[src/verilog/id_pkg.sv]
package id_pkg;

	////////////////////////////////////////////////////////////////////////////
	// widths
	////////////////////////////////////////////////////////////////////////////

	localparam int WORD_W     = 32;
	localparam int REG_ADDR_W = 5;

	// return address register for JAL and the linking branches
	localparam logic [REG_ADDR_W-1:0] LINK_REG = 5'd31;

	////////////////////////////////////////////////////////////////////////////
	// encodings toward execute
	////////////////////////////////////////////////////////////////////////////

	typedef enum logic [7:0] {
		ALU_NOP    = 8'h00,
		ALU_OR     = 8'h25,
		ALU_AND    = 8'h24,
		ALU_XOR    = 8'h26,
		ALU_NOR    = 8'h27,
		ALU_SLL    = 8'h7c,
		ALU_SRL    = 8'h02,
		ALU_SRA    = 8'h03,
		ALU_SLT    = 8'h2a,
		ALU_SLTU   = 8'h2b,
		ALU_ADD    = 8'h20,
		ALU_ADDU   = 8'h21,
		ALU_ADDI   = 8'h55,
		ALU_ADDIU  = 8'h56,
		ALU_SUB    = 8'h22,
		ALU_SUBU   = 8'h23,
		ALU_J      = 8'h4f,
		ALU_JAL    = 8'h50,
		ALU_JR     = 8'h08,
		ALU_JALR   = 8'h09,
		ALU_BEQ    = 8'h51,
		ALU_BNE    = 8'h52,
		ALU_BGTZ   = 8'h54,
		ALU_BLEZ   = 8'h53,
		ALU_BGEZ   = 8'h41,
		ALU_BGEZAL = 8'h4b,
		ALU_BLTZ   = 8'h40,
		ALU_BLTZAL = 8'h4a
	} aluop_t;

	// result class picks which execute unit drives the writeback value
	typedef enum logic [2:0] {
		SEL_NOP         = 3'b000,
		SEL_LOGIC       = 3'b001,
		SEL_SHIFT       = 3'b010,
		SEL_ARITH       = 3'b100,
		SEL_JUMP_BRANCH = 3'b110
	} alusel_t;

	typedef enum logic [3:0] {
		BR_NONE = 4'd0,
		BR_J    = 4'd1,
		BR_JR   = 4'd2,
		BR_BEQ  = 4'd3,
		BR_BNE  = 4'd4,
		BR_BGTZ = 4'd5,
		BR_BLEZ = 4'd6,
		BR_BGEZ = 4'd7,
		BR_BLTZ = 4'd8
	} br_kind_t;

	////////////////////////////////////////////////////////////////////////////
	// instruction field codes
	////////////////////////////////////////////////////////////////////////////

	// opcode, bits 31:26
	localparam logic [5:0] OP_SPECIAL = 6'h00;
	localparam logic [5:0] OP_REGIMM  = 6'h01;
	localparam logic [5:0] OP_J       = 6'h02;
	localparam logic [5:0] OP_JAL     = 6'h03;
	localparam logic [5:0] OP_BEQ     = 6'h04;
	localparam logic [5:0] OP_BNE     = 6'h05;
	localparam logic [5:0] OP_BLEZ    = 6'h06;
	localparam logic [5:0] OP_BGTZ    = 6'h07;
	localparam logic [5:0] OP_ADDI    = 6'h08;
	localparam logic [5:0] OP_ADDIU   = 6'h09;
	localparam logic [5:0] OP_SLTI    = 6'h0a;
	localparam logic [5:0] OP_SLTIU   = 6'h0b;
	localparam logic [5:0] OP_ANDI    = 6'h0c;
	localparam logic [5:0] OP_ORI     = 6'h0d;
	localparam logic [5:0] OP_XORI    = 6'h0e;
	localparam logic [5:0] OP_LUI     = 6'h0f;

	// function field of SPECIAL, bits 5:0
	localparam logic [5:0] FN_SLL  = 6'h00;
	localparam logic [5:0] FN_SRL  = 6'h02;
	localparam logic [5:0] FN_SRA  = 6'h03;
	localparam logic [5:0] FN_SLLV = 6'h04;
	localparam logic [5:0] FN_SRLV = 6'h06;
	localparam logic [5:0] FN_SRAV = 6'h07;
	localparam logic [5:0] FN_JR   = 6'h08;
	localparam logic [5:0] FN_JALR = 6'h09;
	localparam logic [5:0] FN_ADD  = 6'h20;
	localparam logic [5:0] FN_ADDU = 6'h21;
	localparam logic [5:0] FN_SUB  = 6'h22;
	localparam logic [5:0] FN_SUBU = 6'h23;
	localparam logic [5:0] FN_AND  = 6'h24;
	localparam logic [5:0] FN_OR   = 6'h25;
	localparam logic [5:0] FN_XOR  = 6'h26;
	localparam logic [5:0] FN_NOR  = 6'h27;
	localparam logic [5:0] FN_SLT  = 6'h2a;
	localparam logic [5:0] FN_SLTU = 6'h2b;

	// rt field of REGIMM, bits 20:16
	localparam logic [4:0] RT_BLTZ   = 5'h00;
	localparam logic [4:0] RT_BGEZ   = 5'h01;
	localparam logic [4:0] RT_BLTZAL = 5'h10;
	localparam logic [4:0] RT_BGEZAL = 5'h11;

	////////////////////////////////////////////////////////////////////////////
	// stage structs
	////////////////////////////////////////////////////////////////////////////

	typedef struct packed {
		aluop_t                aluop;
		alusel_t               alusel;
		logic                  reg1_read;
		logic [REG_ADDR_W-1:0] reg1_addr;
		logic                  reg2_read;
		logic [REG_ADDR_W-1:0] reg2_addr;
		logic [REG_ADDR_W-1:0] waddr;
		logic                  wreg;
		logic [WORD_W-1:0]     imm;
		br_kind_t              br_kind;
		// a return address is written to waddr
		logic                  link;
	} dec_ctrl_t;

	// writeback of a later stage, seen by decode for forwarding
	typedef struct packed {
		logic                  we;
		logic [REG_ADDR_W-1:0] addr;
		logic [WORD_W-1:0]     data;
	} fwd_t;

	typedef struct packed {
		aluop_t                aluop;
		alusel_t               alusel;
		logic [WORD_W-1:0]     op1;
		logic [WORD_W-1:0]     op2;
		logic [REG_ADDR_W-1:0] waddr;
		logic                  wreg;
		logic [WORD_W-1:0]     link_addr;
		logic                  in_delay_slot;
	} ex_ctrl_t;

endpackage

[src/verilog/branch_resolve.sv]
`timescale 1ns/1ps

module branch_resolve (
	input  logic [id_pkg::WORD_W-1:0] pc_i,
	input  logic [31:0]               inst_i,
	input  id_pkg::br_kind_t          br_kind_i,
	input  logic                      link_i,
	input  logic [id_pkg::WORD_W-1:0] op1_i,
	input  logic [id_pkg::WORD_W-1:0] op2_i,
	output logic                      branch_flag_o,
	output logic [id_pkg::WORD_W-1:0] branch_target_o,
	output logic [id_pkg::WORD_W-1:0] link_addr_o
);

	logic [id_pkg::WORD_W-1:0] pc_plus_4;
	logic [id_pkg::WORD_W-1:0] pc_plus_8;
	logic [id_pkg::WORD_W-1:0] offset;
	logic [id_pkg::WORD_W-1:0] rel_target;
	logic [id_pkg::WORD_W-1:0] index_target;
	logic                      op1_neg;
	logic                      op1_zero;

	assign pc_plus_4 = pc_i + id_pkg::WORD_W'(4);
	assign pc_plus_8 = pc_i + id_pkg::WORD_W'(8);

	// word offset, sign extended and scaled to bytes
	assign offset       = {{(id_pkg::WORD_W-18){inst_i[15]}}, inst_i[15:0], 2'b00};
	assign rel_target   = pc_plus_4 + offset;
	// region of the delay slot keeps its top four bits
	assign index_target = {pc_plus_4[id_pkg::WORD_W-1 -: 4], inst_i[25:0], 2'b00};

	assign op1_neg  = op1_i[id_pkg::WORD_W-1];
	assign op1_zero = (op1_i == '0);

	always_comb begin
		case (br_kind_i)
			id_pkg::BR_J, id_pkg::BR_JR: branch_flag_o = 1'b1;
			id_pkg::BR_BEQ:  branch_flag_o = (op1_i == op2_i);
			id_pkg::BR_BNE:  branch_flag_o = (op1_i != op2_i);
			id_pkg::BR_BGTZ: branch_flag_o = !op1_neg && !op1_zero;
			id_pkg::BR_BLEZ: branch_flag_o = op1_neg || op1_zero;
			id_pkg::BR_BGEZ: branch_flag_o = !op1_neg;
			id_pkg::BR_BLTZ: branch_flag_o = op1_neg;
			default:         branch_flag_o = 1'b0;
		endcase
	end

	// target stays zero unless the branch goes
	always_comb begin
		if (!branch_flag_o)
			branch_target_o = '0;
		else if (br_kind_i == id_pkg::BR_J)
			branch_target_o = index_target;
		else if (br_kind_i == id_pkg::BR_JR)
			branch_target_o = op1_i;
		else
			branch_target_o = rel_target;
	end

	// return past the delay slot
	assign link_addr_o = link_i ? pc_plus_8 : '0;

endmodule

[src/verilog/id_ex_reg.sv]
`timescale 1ns/1ps

module id_ex_reg (
	input  logic             clk,
	input  logic             reset_i,
	input  id_pkg::ex_ctrl_t ex_d_i,
	input  logic             branch_flag_i,
	output logic             in_delay_slot_o,
	output id_pkg::ex_ctrl_t ex_o
);

	////////////////////////////////////////////////////////////////////////////
	// pipeline register toward execute
	////////////////////////////////////////////////////////////////////////////

	// cleared to a NOP that writes nothing
	always_ff @(posedge clk) begin
		if (reset_i) begin
			ex_o <= '0;
		end else begin
			ex_o <= ex_d_i;
		end
	end

	////////////////////////////////////////////////////////////////////////////
	// delay slot tracking
	////////////////////////////////////////////////////////////////////////////

	// a taken branch this cycle marks the next decoded instruction
	always_ff @(posedge clk) begin
		if (reset_i) begin
			in_delay_slot_o <= 1'b0;
		end else begin
			in_delay_slot_o <= branch_flag_i;
		end
	end

endmodule

[src/verilog/id_stage.sv]
`timescale 1ns/1ps

module id_stage (
	input  logic                          clk,
	input  logic                          reset_i,
	input  logic [id_pkg::WORD_W-1:0]     pc_i,
	input  logic [31:0]                   inst_i,
	input  logic [id_pkg::WORD_W-1:0]     reg1_data_i,
	input  logic [id_pkg::WORD_W-1:0]     reg2_data_i,
	input  id_pkg::fwd_t                  ex_fwd_i,
	input  id_pkg::fwd_t                  mem_fwd_i,
	output logic                          reg1_read_o,
	output logic                          reg2_read_o,
	output logic [id_pkg::REG_ADDR_W-1:0] reg1_addr_o,
	output logic [id_pkg::REG_ADDR_W-1:0] reg2_addr_o,
	output logic                          branch_flag_o,
	output logic [id_pkg::WORD_W-1:0]     branch_target_o,
	output id_pkg::ex_ctrl_t              ex_o
);

	id_pkg::dec_ctrl_t         dec;
	id_pkg::ex_ctrl_t          ex_d;
	logic [id_pkg::WORD_W-1:0] op1;
	logic [id_pkg::WORD_W-1:0] op2;
	logic [id_pkg::WORD_W-1:0] link_addr;
	logic                      in_delay_slot;

	inst_decoder i_inst_decoder (
		.inst_i (inst_i),
		.ctrl_o (dec)
	);

	// register file requests leave in the same cycle
	assign reg1_read_o = dec.reg1_read;
	assign reg1_addr_o = dec.reg1_addr;
	assign reg2_read_o = dec.reg2_read;
	assign reg2_addr_o = dec.reg2_addr;

	operand_bypass i_op1_bypass (
		.read_i     (dec.reg1_read),
		.addr_i     (dec.reg1_addr),
		.reg_data_i (reg1_data_i),
		.imm_i      (dec.imm),
		.ex_fwd_i   (ex_fwd_i),
		.mem_fwd_i  (mem_fwd_i),
		.operand_o  (op1)
	);

	operand_bypass i_op2_bypass (
		.read_i     (dec.reg2_read),
		.addr_i     (dec.reg2_addr),
		.reg_data_i (reg2_data_i),
		.imm_i      (dec.imm),
		.ex_fwd_i   (ex_fwd_i),
		.mem_fwd_i  (mem_fwd_i),
		.operand_o  (op2)
	);

	// resolved on forwarded operands, no extra bubble
	branch_resolve i_branch_resolve (
		.pc_i            (pc_i),
		.inst_i          (inst_i),
		.br_kind_i       (dec.br_kind),
		.link_i          (dec.link),
		.op1_i           (op1),
		.op2_i           (op2),
		.branch_flag_o   (branch_flag_o),
		.branch_target_o (branch_target_o),
		.link_addr_o     (link_addr)
	);

	always_comb begin
		ex_d.aluop         = dec.aluop;
		ex_d.alusel        = dec.alusel;
		ex_d.op1           = op1;
		ex_d.op2           = op2;
		ex_d.waddr         = dec.waddr;
		ex_d.wreg          = dec.wreg;
		ex_d.link_addr     = link_addr;
		ex_d.in_delay_slot = in_delay_slot;
	end

	id_ex_reg i_id_ex_reg (
		.clk             (clk),
		.reset_i         (reset_i),
		.ex_d_i          (ex_d),
		.branch_flag_i   (branch_flag_o),
		.in_delay_slot_o (in_delay_slot),
		.ex_o            (ex_o)
	);

endmodule

[src/verilog/inst_decoder.sv]
`timescale 1ns/1ps

module inst_decoder (
	input  logic [31:0]       inst_i,
	output id_pkg::dec_ctrl_t ctrl_o
);

	logic [5:0]                    opcode;
	logic [5:0]                    funct;
	logic [id_pkg::REG_ADDR_W-1:0] rs;
	logic [id_pkg::REG_ADDR_W-1:0] rt;
	logic [id_pkg::REG_ADDR_W-1:0] rd;
	logic [4:0]                    shamt;
	logic [15:0]                   imm16;

	assign opcode = inst_i[31:26];
	assign rs     = inst_i[25:21];
	assign rt     = inst_i[20:16];
	assign rd     = inst_i[15:11];
	assign shamt  = inst_i[10:6];
	assign funct  = inst_i[5:0];
	assign imm16  = inst_i[15:0];

	// operation for every kept SPECIAL function code
	function automatic id_pkg::aluop_t funct_aluop(input logic [5:0] f);
		case (f)
			id_pkg::FN_AND:  return id_pkg::ALU_AND;
			id_pkg::FN_OR:   return id_pkg::ALU_OR;
			id_pkg::FN_XOR:  return id_pkg::ALU_XOR;
			id_pkg::FN_NOR:  return id_pkg::ALU_NOR;
			id_pkg::FN_SLL, id_pkg::FN_SLLV: return id_pkg::ALU_SLL;
			id_pkg::FN_SRL, id_pkg::FN_SRLV: return id_pkg::ALU_SRL;
			id_pkg::FN_SRA, id_pkg::FN_SRAV: return id_pkg::ALU_SRA;
			id_pkg::FN_SLT:  return id_pkg::ALU_SLT;
			id_pkg::FN_SLTU: return id_pkg::ALU_SLTU;
			id_pkg::FN_ADD:  return id_pkg::ALU_ADD;
			id_pkg::FN_ADDU: return id_pkg::ALU_ADDU;
			id_pkg::FN_SUB:  return id_pkg::ALU_SUB;
			id_pkg::FN_SUBU: return id_pkg::ALU_SUBU;
			id_pkg::FN_JR:   return id_pkg::ALU_JR;
			id_pkg::FN_JALR: return id_pkg::ALU_JALR;
			default:         return id_pkg::ALU_NOP;
		endcase
	endfunction

	always_comb begin
		// start from a NOP, fields default to the usual R-type slots
		ctrl_o           = '0;
		ctrl_o.reg1_addr = rs;
		ctrl_o.reg2_addr = rt;
		ctrl_o.waddr     = rd;

		case (opcode)
			id_pkg::OP_SPECIAL: begin
				case (funct)
					id_pkg::FN_AND, id_pkg::FN_OR, id_pkg::FN_XOR, id_pkg::FN_NOR,
					id_pkg::FN_SLLV, id_pkg::FN_SRLV, id_pkg::FN_SRAV,
					id_pkg::FN_SLT, id_pkg::FN_SLTU, id_pkg::FN_ADD, id_pkg::FN_ADDU,
					id_pkg::FN_SUB, id_pkg::FN_SUBU: begin
						if (shamt == '0) begin
							ctrl_o.aluop     = funct_aluop(funct);
							ctrl_o.reg1_read = 1'b1;
							ctrl_o.reg2_read = 1'b1;
							ctrl_o.wreg      = 1'b1;
							if (funct[5:2] == 4'b1001)
								ctrl_o.alusel = id_pkg::SEL_LOGIC;
							else if (funct[5:3] == 3'b000)
								ctrl_o.alusel = id_pkg::SEL_SHIFT;
							else
								ctrl_o.alusel = id_pkg::SEL_ARITH;
						end
					end
					id_pkg::FN_SLL, id_pkg::FN_SRL, id_pkg::FN_SRA: begin
						// shift amount comes in as op1, value to shift is rt
						if (rs == '0) begin
							ctrl_o.aluop     = funct_aluop(funct);
							ctrl_o.alusel    = id_pkg::SEL_SHIFT;
							ctrl_o.reg2_read = 1'b1;
							ctrl_o.imm[4:0]  = shamt;
							ctrl_o.wreg      = 1'b1;
						end
					end
					id_pkg::FN_JR, id_pkg::FN_JALR: begin
						if (shamt == '0) begin
							ctrl_o.aluop     = funct_aluop(funct);
							ctrl_o.alusel    = id_pkg::SEL_JUMP_BRANCH;
							ctrl_o.reg1_read = 1'b1;
							ctrl_o.br_kind   = id_pkg::BR_JR;
							ctrl_o.wreg      = (funct == id_pkg::FN_JALR);
							ctrl_o.link      = (funct == id_pkg::FN_JALR);
						end
					end
					default: begin
					end
				endcase
			end
			id_pkg::OP_REGIMM: begin
				case (rt)
					id_pkg::RT_BLTZ: begin
						ctrl_o.aluop   = id_pkg::ALU_BLTZ;
						ctrl_o.br_kind = id_pkg::BR_BLTZ;
					end
					id_pkg::RT_BGEZ: begin
						ctrl_o.aluop   = id_pkg::ALU_BGEZ;
						ctrl_o.br_kind = id_pkg::BR_BGEZ;
					end
					id_pkg::RT_BLTZAL: begin
						ctrl_o.aluop   = id_pkg::ALU_BLTZAL;
						ctrl_o.br_kind = id_pkg::BR_BLTZ;
					end
					id_pkg::RT_BGEZAL: begin
						ctrl_o.aluop   = id_pkg::ALU_BGEZAL;
						ctrl_o.br_kind = id_pkg::BR_BGEZ;
					end
					default: begin
					end
				endcase
				if (ctrl_o.br_kind != id_pkg::BR_NONE) begin
					ctrl_o.alusel    = id_pkg::SEL_JUMP_BRANCH;
					ctrl_o.reg1_read = 1'b1;
				end
				// linking forms write r31 taken or not
				if (rt == id_pkg::RT_BLTZAL || rt == id_pkg::RT_BGEZAL) begin
					ctrl_o.waddr = id_pkg::LINK_REG;
					ctrl_o.wreg  = 1'b1;
					ctrl_o.link  = 1'b1;
				end
			end
			id_pkg::OP_J, id_pkg::OP_JAL: begin
				ctrl_o.alusel  = id_pkg::SEL_JUMP_BRANCH;
				ctrl_o.br_kind = id_pkg::BR_J;
				if (opcode == id_pkg::OP_JAL) begin
					ctrl_o.aluop = id_pkg::ALU_JAL;
					ctrl_o.waddr = id_pkg::LINK_REG;
					ctrl_o.wreg  = 1'b1;
					ctrl_o.link  = 1'b1;
				end else begin
					ctrl_o.aluop = id_pkg::ALU_J;
				end
			end
			id_pkg::OP_BEQ, id_pkg::OP_BNE, id_pkg::OP_BGTZ, id_pkg::OP_BLEZ: begin
				ctrl_o.alusel    = id_pkg::SEL_JUMP_BRANCH;
				ctrl_o.reg1_read = 1'b1;
				case (opcode)
					id_pkg::OP_BEQ: begin
						ctrl_o.aluop     = id_pkg::ALU_BEQ;
						ctrl_o.br_kind   = id_pkg::BR_BEQ;
						ctrl_o.reg2_read = 1'b1;
					end
					id_pkg::OP_BNE: begin
						ctrl_o.aluop     = id_pkg::ALU_BNE;
						ctrl_o.br_kind   = id_pkg::BR_BNE;
						ctrl_o.reg2_read = 1'b1;
					end
					id_pkg::OP_BGTZ: begin
						ctrl_o.aluop   = id_pkg::ALU_BGTZ;
						ctrl_o.br_kind = id_pkg::BR_BGTZ;
					end
					default: begin
						ctrl_o.aluop   = id_pkg::ALU_BLEZ;
						ctrl_o.br_kind = id_pkg::BR_BLEZ;
					end
				endcase
			end
			id_pkg::OP_ANDI, id_pkg::OP_ORI, id_pkg::OP_XORI, id_pkg::OP_LUI,
			id_pkg::OP_SLTI, id_pkg::OP_SLTIU, id_pkg::OP_ADDI, id_pkg::OP_ADDIU: begin
				// immediate forms, rs against imm into rt
				ctrl_o.reg1_read = 1'b1;
				ctrl_o.waddr     = rt;
				ctrl_o.wreg      = 1'b1;
				ctrl_o.alusel    = id_pkg::SEL_ARITH;
				ctrl_o.imm       = {{(id_pkg::WORD_W-16){imm16[15]}}, imm16};
				case (opcode)
					id_pkg::OP_SLTI:  ctrl_o.aluop = id_pkg::ALU_SLT;
					id_pkg::OP_SLTIU: ctrl_o.aluop = id_pkg::ALU_SLTU;
					id_pkg::OP_ADDI:  ctrl_o.aluop = id_pkg::ALU_ADDI;
					id_pkg::OP_ADDIU: ctrl_o.aluop = id_pkg::ALU_ADDIU;
					default: begin
						// logic group, zero extended
						ctrl_o.alusel = id_pkg::SEL_LOGIC;
						ctrl_o.imm    = {{(id_pkg::WORD_W-16){1'b0}}, imm16};
						if (opcode == id_pkg::OP_ANDI)
							ctrl_o.aluop = id_pkg::ALU_AND;
						else if (opcode == id_pkg::OP_XORI)
							ctrl_o.aluop = id_pkg::ALU_XOR;
						else
							ctrl_o.aluop = id_pkg::ALU_OR;
					end
				endcase
				// lui is r0 OR'ed with the field moved to the upper half
				if (opcode == id_pkg::OP_LUI) begin
					ctrl_o.reg1_addr = '0;
					ctrl_o.imm       = {imm16, {(id_pkg::WORD_W-16){1'b0}}};
				end
			end
			default: begin
			end
		endcase
	end

endmodule

[src/verilog/operand_bypass.sv]
`timescale 1ns/1ps

module operand_bypass (
	input  logic                          read_i,
	input  logic [id_pkg::REG_ADDR_W-1:0] addr_i,
	input  logic [id_pkg::WORD_W-1:0]     reg_data_i,
	input  logic [id_pkg::WORD_W-1:0]     imm_i,
	input  id_pkg::fwd_t                  ex_fwd_i,
	input  id_pkg::fwd_t                  mem_fwd_i,
	output logic [id_pkg::WORD_W-1:0]     operand_o
);

	logic ex_hit;
	logic mem_hit;

	// r0 is hardwired, a pending write to it never forwards
	assign ex_hit  = read_i && ex_fwd_i.we && (addr_i != '0) && (ex_fwd_i.addr == addr_i);
	assign mem_hit = read_i && mem_fwd_i.we && (addr_i != '0) && (mem_fwd_i.addr == addr_i);

	// youngest result first
	always_comb begin
		if (ex_hit)
			operand_o = ex_fwd_i.data;
		else if (mem_hit)
			operand_o = mem_fwd_i.data;
		else if (read_i)
			operand_o = reg_data_i;
		else
			operand_o = imm_i;
	end

endmodule
[config.mk]
export PLATFORM = sky130hd
export DESIGN_NAME = id_stage
export DESIGN_NICKNAME = d
export VERILOG_FILES = /design/src/verilog/id_pkg.sv /design/src/verilog/branch_resolve.sv /design/src/verilog/id_ex_reg.sv /design/src/verilog/id_stage.sv /design/src/verilog/inst_decoder.sv /design/src/verilog/operand_bypass.sv
export SDC_FILE = /design/constraint.sdc
export NUM_CORES = 1
export LEC_CHECK = 0
export BUFFER_PORTS_ARGS = -buffer_cell sky130_fd_sc_hd__buf_2
export CORE_MARGIN = 2
export CORE_UTILIZATION = 55
export CTS_CLUSTER_DIAMETER = 80
export CTS_CLUSTER_SIZE = 10
export DETAILED_ROUTE_END_ITERATION = 7
export PLACE_DENSITY_LB_ADDON = 0.2
export SLEW_MARGIN = 20
export SYNTH_ARGS = -nofsm -noshare
export SYNTH_HDL_FRONTEND = slang
export SYNTH_HIERARCHICAL = 1
export SYNTH_SLANG_ARGS = --single-unit
[constraint.sdc]
create_clock -name clk -period 15.25 [get_ports clk]
set_input_delay 2.2875 -clock clk [delete_from_list [all_inputs] [get_ports clk]]
set_output_delay 2.2875 -clock clk [all_outputs]
set_load 0.01 [all_outputs]
======== Yosys cells after proc, flatten, opt, wreduce, memory -nomap -nowiden ========
Memories as Yosys holds them, arrays and structs flattened.
Index checks and enable logic that the tools add are counted.
operators by class
  equality and inequality tests ........... 50
  order comparisons ....................... 0
  bitwise operators ....................... 1
  multiply operators ...................... 0
  reduce and logical (&&, ||, !) cells .... 40
  shifts and indexed selects .............. 0
  divide/modulo/power cells ............... 0
  muxes and demuxes ....................... 55
  add/subtract/negate cells ............... 3
operators by type and width
  cell                                                                    count
  32-bit two-way mux                                                      11
  6-bit by 4-bit equality test with 1-bit output (second input constant)  10
  6-bit equality test (second input constant)                             10
  7-bit one-hot mux with 4 select lines                                   2
  11-bit one-hot mux with 5 select lines                                  1
  6-bit by 3-bit equality test with 1-bit output (second input constant)  7
  11-bit one-hot mux with 3 select lines                                  1
  32-bit by 3-bit adder with 32-bit output (second input constant)        1
  32-bit adder                                                            1
  32-bit by 4-bit adder with 32-bit output (second input constant)        1
  32-bit equality test                                                    1
  32-bit zero test                                                        1
  32-bit != test                                                          1
  5-bit two-way mux                                                       6
  27-bit two-way mux                                                      1
  6-bit by 2-bit equality test with 1-bit output (second input constant)  4
  12-bit two-way mux                                                      2
  5-bit equality test                                                     4
  3-bit one-hot mux with 3 select lines                                   2
  4-bit by 3-bit equality test with 1-bit output (second input constant)  4
  4-bit one-hot mux with 4 select lines                                   1
  5-bit zero test                                                         3
  5-bit one-hot mux with 3 select lines                                   1
  2-bit OR reduction                                                      7
  other kinds (31)                                                        66
storage, ports and cells
  RAM bits ................................ 0
  input port bits ......................... 206
  bits in read-only memories .............. 1344
  memories ................................ 3
  bits in latches ......................... 0
  flip-flop bits (word level) ............. 115
  word-level logic and storage cells ...... 161
memory list
  name             depth  width  rd ports  clocked after memory_dff  wr ports  line                text
  (no name shown)  64     7      1         0                         0         inst_decoder.sv:26  case (f)
  (no name shown)  64     7      1         0                         0         inst_decoder.sv:26
  (no name shown)  64     7      1         0                         0         inst_decoder.sv:26

======== Longest topological paths before layout ========
  depth in word-level cells ............... 17
  mapped depth ............................ 22

======== Cells and area by module ========
Netlist, hierarchy kept.
modules (own cells, without submodules)
  module          area each (sq um)  seq. area each (sq um)  instances  cells an instance
  branch_resolve  4164.0             0.0                     1          627
  id_ex_reg       3096.7             2302.2                  1          242
  operand_bypass  1530.2             0.0                     2          206
  inst_decoder    1243.7             0.0                     1          196

======== Worst setup path after synthesis ========
OpenSTA, ideal clock, no wires.
  kind .................................... input to output
  start point ............................. in inst_i[31]
  end point ............................... out branch_target_o[0] in the netlist's numbering
  required time ........................... 12.963 ns
  cell stages on the path ................. 19
  buffers on the path ..................... 4
  path slack .............................. 6.319 ns
  arrival time ............................ 6.644 ns
  cell sequence ........................... or2_1 > or4_4 > nor4_4 > nor2_1 > o21ai_1 > clkbuf_1 > clkbuf_1 > mux2i_1 > o21ai_0 > a31o_1 > xor2_1 > nor4_1 > nand4_1 > o41ai_1 > nor3b_1 > o22a_1 > buf_2 > buf_1 > nor3_1
RTL lines
  element                                                 line                                        text
  from (decl)                                             id_stage.sv:7                               input logic [31:0] inst_i,
  6-bit by 3-bit equality test with 1-bit output          inst_decoder.sv:53, inst_decoder.sv:144
  2-bit OR reduction (no line)                            n/a
  1-bit two-way mux                                       inst_decoder.sv:144                         case (opcode)
  1-bit one-hot mux with 2 select lines *                 inst_decoder.sv:53                          case (opcode)
  via reg2_read_o                                         id_stage.sv:13                              output logic reg2_read_o,
  1-bit logical AND (3 in series)                         operand_bypass.sv:18                        assign mem_hit = read_i && mem_fwd_i.we && (addr_i != '0) && (mem_fwd_i.addr == addr_i);
  32-bit two-way mux                                      operand_bypass.sv:24                        else if (mem_hit)
  32-bit two-way mux *                                    operand_bypass.sv:22                        if (ex_hit)
  via op2 (one bit)                                       id_stage.sv:24                              logic [id_pkg::WORD_W-1:0] op2;
  32-bit != test or 32-bit equality test (tied branches)  branch_resolve.sv:39, branch_resolve.sv:38
  1-bit one-hot mux with 7 select lines *                 branch_resolve.sv:36                        case (br_kind_i)
  32-bit two-way mux *                                    branch_resolve.sv:50                        if (!branch_flag_o)
  to (decl)                                               id_stage.sv:17                              output logic [id_pkg::WORD_W-1:0] branch_target_o,
Mark *: on every way through the listed nets, which the timed path passes. The rest lies on a longest branch.

======== Worst setup path after layout ========
  start point ............................. in inst_i[22]
  end point ............................... out branch_target_o[28] in the netlist's numbering
between the ends
  word-level cells in the longest chain between the ends .. 12
ends and longest elaborated chain
  element                                                 line                                        text
  5-bit zero test *                                       inst_decoder.sv:75                          if (rs == '0) begin
  1-bit two-way mux *                                     inst_decoder.sv:75
  1-bit one-hot mux with 2 select lines *                 inst_decoder.sv:55                          case (funct)
  1-bit one-hot mux with 2 select lines *                 inst_decoder.sv:53
  1-bit logical AND (3 in series)                         operand_bypass.sv:18
  32-bit two-way mux                                      operand_bypass.sv:24
  32-bit two-way mux *                                    operand_bypass.sv:22
  via op2 (one bit)                                       id_stage.sv:24
  32-bit != test or 32-bit equality test (tied branches)  branch_resolve.sv:39, branch_resolve.sv:38
  1-bit one-hot mux with 7 select lines *                 branch_resolve.sv:36
  32-bit two-way mux *                                    branch_resolve.sv:50
Marked as above.

==> flow_summary.html <==
<table>
<tr><th>Metric</th><th>Value</th></tr>
<tr><th colspan="2">Global routing</th></tr>
<tr><td>Pin count of the biggest net entering global routing</td><td>82</td></tr>
<tr><td>Global routing met3 resource utilization</td><td>12.20%</td></tr>
<tr><td>GRT Residual Overflow</td><td>0</td></tr>
<tr><td>Vias in the first global route</td><td>12477</td></tr>
<tr><td>Global-route track usage on met2</td><td>65.09%</td></tr>
<tr><td>Global-route wire length before repair</td><td>74490 µm</td></tr>
<tr><td>Top Usage Layer GRT</td><td>met2</td></tr>
<tr><td>Met1 track demand over resource in global routing</td><td>57.66%</td></tr>
<tr><td>Total Routing Usage GR</td><td>44.13%</td></tr>
<tr><td>Initial antenna violation count</td><td>3</td></tr>
<tr><th colspan="2">Critical path</th></tr>
<tr><td>Startpoint of the worst register-to-register path</td><td>i_id_ex_reg/in_delay_slot_o$_SDFF_PP0_</td></tr>
<tr><td>Critical Path End Type</td><td>output pin</td></tr>
<tr><td>Cells along the critical path</td><td>buf_2 -&gt; nor4_1 -&gt; o2111ai_1 -&gt; nor2_1 -&gt; nor2_1 -&gt; o21ai_4 -&gt; buf_4 -&gt; nand2_1 -&gt; nor4_4 -&gt; buf_4 -&gt; nand2_1 -&gt; a31o_1 -&gt; xor2_1 -&gt; nor4_1 -&gt; nand4_1 -&gt; o211ai_1 -&gt; nor3b_1 -&gt; o22a_2 -&gt; inv_2 -&gt; o211a_1 -&gt; o211a_1 -&gt; buf_2</td></tr>
<tr><td>Required time of the critical path</td><td>12.96 ns</td></tr>
<tr><td>R2R depth</td><td>1</td></tr>
<tr><td>Largest stage delay on the critical path</td><td>1.02 ns</td></tr>
<tr><td>Source of the critical timing path</td><td>inst_i[22]</td></tr>
<tr><td>Crit path buf inv count</td><td>5</td></tr>
<tr><td>Library cell contributing the largest single delay on the critical path</td><td>sky130_fd_sc_hd__nor4_1</td></tr>
<tr><td>End of the worst register-to-register path</td><td>i_id_ex_reg/ex_o[0]$_SDFF_PP0_</td></tr>
<tr><td>Critical-path maximum fanout</td><td>36</td></tr>
<tr><td>Top delay family on crit path</td><td>simple AND/OR/NAND/NOR gates</td></tr>
<tr><td>Worst path arrival time</td><td>9.16 ns</td></tr>
<tr><td>Critical path type</td><td>primary input to output pin</td></tr>
<tr><td>Kind of launch point of the worst setup path</td><td>primary input</td></tr>
<tr><td>R2R setup slack</td><td>14.49 ns</td></tr>
<tr><th colspan="2">Clock tree</th></tr>
<tr><td>Clock sink count</td><td>115</td></tr>
<tr><td>Num CTS Buffers</td><td>17</td></tr>
<tr><td>Number of buffers between clock root and the deepest sink</td><td>2</td></tr>
<tr><td>Count of buffers added by post-CTS timing repair for setup</td><td>0</td></tr>
<tr><td>Hold-fix buffers, CTS</td><td>0</td></tr>
<tr><td>Skew-Pair Late Insertion Delay</td><td>0.42 ns</td></tr>
<tr><td>Clock Pin Slew Worst Setup and Hold Paths</td><td>0.06 ns</td></tr>
<tr><td>CTS tree</td><td>built</td></tr>
<tr><td>Resize count post-CTS</td><td>0</td></tr>
<tr><td>Root Buffer Master</td><td>sky130_fd_sc_hd__clkbuf_16</td></tr>
<tr><td>H-Tree Depth</td><td>4</td></tr>
<tr><th colspan="2">Floorplanning</th></tr>
<tr><td>Core area</td><td>20820 µm²</td></tr>
<tr><td>Area enclosed by the die boundary</td><td>22200 µm²</td></tr>
<tr><td>Initial Utilization</td><td>55.54%</td></tr>
<tr><td>Rows</td><td>53</td></tr>
<tr><td>I/O pin cnt</td><td>365</td></tr>
<tr><td>Horizontal die dimension</td><td>149.0 µm</td></tr>
<tr><td>Die height</td><td>149.0 µm</td></tr>
<tr><th colspan="2">Routing</th></tr>
<tr><td>Total iterations of the first detailed-routing run</td><td>6</td></tr>
<tr><td>Final routed wire length divided by cell count</td><td>25.04 µm</td></tr>
<tr><td>Count of unresolved DRC violations after routing</td><td>0</td></tr>
<tr><td>Antenna violation net count after detailed routing</td><td>0</td></tr>
<tr><td>Number of DRC violations after detailed-routing iteration 0</td><td>1891</td></tr>
<tr><td>Per-cell via count in the routed design</td><td>6.642</td></tr>
<tr><td>Total vias in the final route</td><td>13577</td></tr>
<tr><td>Total wire length after detailed routing</td><td>51180 µm</td></tr>
<tr><th colspan="2">Power and ir drop</th></tr>
<tr><td>Internal Dissipation</td><td>0.6579 mW</td></tr>
<tr><td>Sequential share of power</td><td>30.1%</td></tr>
<tr><td>Leak Pwr</td><td>6.300 nW</td></tr>
<tr><td>Power Density</td><td>74.76 nW/µm²</td></tr>
<tr><td>Net switching fraction of the power</td><td>36.15%</td></tr>
<tr><td>Worst vdd rail ir drop</td><td>0.00006841 V</td></tr>
<tr><td>Tot Pwr</td><td>1.030 mW</td></tr>
<tr><td>Power share of the combinational group</td><td>30.4%</td></tr>
<tr><td>Switching power total</td><td>0.3724 mW</td></tr>
<tr><td>Proportion of power drawn by the clock network</td><td>39.5%</td></tr>
<tr><th colspan="2">Timing</th></tr>
<tr><td>Endpoints failing hold</td><td>0</td></tr>
<tr><td>Setup repair after global routing missed its margin</td><td>no</td></tr>
<tr><td>Worst Max-Slew Pin Slew</td><td>1.216 ns</td></tr>
<tr><td>Post-Route Setup TNS</td><td>0 ns</td></tr>
<tr><td>Rel. slew slack</td><td>18.18%</td></tr>
<tr><td>Max Fclk</td><td>87.33 MHz</td></tr>
<tr><td>Final worst clock skew</td><td>0.002876 ns</td></tr>
<tr><td>Share of the clock period used by the worst path</td><td>75.09%</td></tr>
<tr><td>Final number of setup-violating endpoints</td><td>0</td></tr>
<tr><td>Post-layout minimum cycle time</td><td>11.45 ns</td></tr>
<tr><td>Max Slew Vio Count</td><td>0</td></tr>
<tr><td>Post-route worst hold slack</td><td>0.5563 ns</td></tr>
<tr><th colspan="2">Placed design</th></tr>
<tr><td>Total of buffers placed on input and output ports</td><td>364</td></tr>
<tr><td>Number of cells after detailed placement</td><td>2011</td></tr>
<tr><td>Post-detail-place hpwl</td><td>37720 µm</td></tr>
<tr><td>Final GP Congestion</td><td>1.072</td></tr>
<tr><th colspan="2">Finish</th></tr>
<tr><td>Share of final-layout standard cells stronger than drive strength 1</td><td>27.60%</td></tr>
<tr><td>Final core utilization</td><td>66.19%</td></tr>
<tr><td>Net total in the final layout</td><td>1997</td></tr>
<tr><td>Area added between synthesis and finish</td><td>19.17%</td></tr>
<tr><td>Final cell count without fillers</td><td>2044</td></tr>
<tr><th colspan="2">Yosys</th></tr>
<tr><td>Post-synthesis simple-gate area fraction</td><td>30.57%</td></tr>
<tr><td>Fraction of registers with async set/reset</td><td>0%</td></tr>
<tr><td>Number of standard cells after synthesis</td><td>1477</td></tr>
<tr><td>Number of synthesized register bits</td><td>115</td></tr>
<tr><td>Warning count from the yosys run</td><td>6</td></tr>
<tr><td>Synth Flop Type</td><td>sky130_fd_sc_hd__dfxtp_1</td></tr>
<tr><td>Per-instance average area after synthesis</td><td>7.830 µm²</td></tr>
<tr><td>Share of the synthesized area in the top cell type</td><td>19.91%</td></tr>
<tr><td>Dominant cell type by area after synthesis</td><td>sky130_fd_sc_hd__dfxtp_1</td></tr>
<tr><td>Proportion of synthesized area in mux cells</td><td>6.243%</td></tr>
<tr><td>Most instantiated cells after synthesis</td><td>126 x sky130_fd_sc_hd__nor2b_1, 115 x sky130_fd_sc_hd__dfxtp_1, 79 x sky130_fd_sc_hd__o21ai_0</td></tr>
<tr><td>Largest family of logic cells by synthesized area</td><td>simple AND/OR/NAND/NOR gates</td></tr>
<tr><td>Synthesized netlist net count</td><td>1719</td></tr>
<tr><td>Most frequent cell after synthesis</td><td>sky130_fd_sc_hd__nor2b_1</td></tr>
<tr><td>Post-synth EDFFs</td><td>0</td></tr>
<tr><td>Synthesized-area fraction occupied by ao, oa, aoi and oai cells</td><td>23.55%</td></tr>
<tr><td>Area share of xor/xnor cells in the synthesized design</td><td>9.142%</td></tr>
<tr><td>Adder and majority gate portion of the synthesized area</td><td>3.960%</td></tr>
<tr><td>Register area share after synthesis</td><td>19.91%</td></tr>
<tr><td>Most area-consuming cells after synthesis</td><td>sky130_fd_sc_hd__dfxtp_1 20%, sky130_fd_sc_hd__nor2b_1 6.8%, sky130_fd_sc_hd__xor2_1 5.2%, sky130_fd_sc_hd__mux2i_1 4.6%, sky130_fd_sc_hd__ha_1 3.8%</td></tr>
<tr><td>Post-synthesis cell type count</td><td>87</td></tr>
<tr><td>Synth Cell Area</td><td>11560 µm²</td></tr>
<tr><th colspan="2">Status</th></tr>
<tr><td>Status</td><td>complete, no violations</td></tr>
<tr><th colspan="2">Hold path</th></tr>
<tr><td>Worst Hold Path Cells</td><td>1</td></tr>
<tr><td>Type of the most critical hold path</td><td>register to register</td></tr>
<tr><td>Hold endpoint</td><td>i_id_ex_reg/ex_o[0]$_SDFF_PP0_</td></tr>
<tr><td>Beginning of the worst hold path</td><td>i_id_ex_reg/in_delay_slot_o$_SDFF_PP0_</td></tr>
<tr><th colspan="2">Job</th></tr>
<tr><td>Total of max-cap violations</td><td>0</td></tr>
</table>
[routing by layer]
layer  routed length [µm]  vias to the layer above
met3                 7092                      242
met1                19460                     6200
met4                 3415                        2
met2                21190                     1185
li1                     -                     5948
met5                   13                        -
[how the worst max path moves through the flow]
| stage | endpoint | slack (ns) | cells after the start |
|---|---|---|---|
| 2_1_floorplan | branch_target_o[0] | 6.32 | 19 |
| 3_3_place_gp | branch_target_o[29] | 3.83 | 21 |
| 3_5_place_dp | branch_target_o[29] | 3.76 | 21 |
| 4_1_cts | branch_target_o[29] | 3.74 | 21 |
| 5_1_grt | branch_target_o[28] | 3.59 | 22 |
| 6_report | branch_target_o[28] | 3.80 | 22 |
[flip-flops by register name, indices dropped and copies added, names as in the netlist]
name / cells
i_id_ex_reg/ex_o: 114
i_id_ex_reg/in_delay_slot_o: 1
[metrics by stage]
stage                     instance area [µm²]  setup slack, ns
after floorplan                         11560            6.319
after global placement                  13200            3.825
after detailed placement                13200            3.757
after CTS                               13780            3.738
after global routing                    13780            3.587
final                                   13780            3.800
[placed cells by master, fill, tap and decap left out, types with 44 or more instances in the layout]
cell	instances
sky130_fd_sc_hd__o21ai_0	79
sky130_fd_sc_hd__nor2_1	66
sky130_fd_sc_hd__mux2i_1	53
sky130_fd_sc_hd__dfxtp_1	115
sky130_fd_sc_hd__nand2_1	77
sky130_fd_sc_hd__nor2b_1	126
sky130_fd_sc_hd__nand3_1	47
sky130_fd_sc_hd__xnor2_1	49
sky130_fd_sc_hd__a31o_1	44
sky130_fd_sc_hd__buf_2	363
sky130_fd_sc_hd__and3_1	68
sky130_fd_sc_hd__or3_1	58
sky130_fd_sc_hd__xor2_1	69
sky130_fd_sc_hd__a21oi_1	67
[final cells by class]
class	count	area, µm²
multi-input cells	1224	8537
repair buffers	382	1959
clock buffers	19	452.9
well taps	275	344.1
fillers	1834	7041
diodes	1	2.502
clock inverters	13	127.6
flip-flops and latches	115	2302
inverters	15	56.30
[cells by family (layout without fill, tap and decap cells)]
family	count (synthesis)	in the layout
simple gates	617	617
compound gates	381	381
buf+inv	138	429
xor+xnor	119	119
flops	115	115
mux	70	70
fa+ha+maj	36	36
other cells	1	2
[power groups by stage]
stage | Combinational [mW] | Clock [mW] | Sequential (mW)
after floorplan | 0.181 | 0 | 0.320
after global placement | 0.299 | 0 | 0.316
after detailed placement | 0.298 | 0 | 0.316
after CTS | 0.300 | 0.408 | 0.310
after global routing | 0.328 | 0.423 | 0.310
final | 0.314 | 0.407 | 0.310
Power figures use the tool's default switching activity.
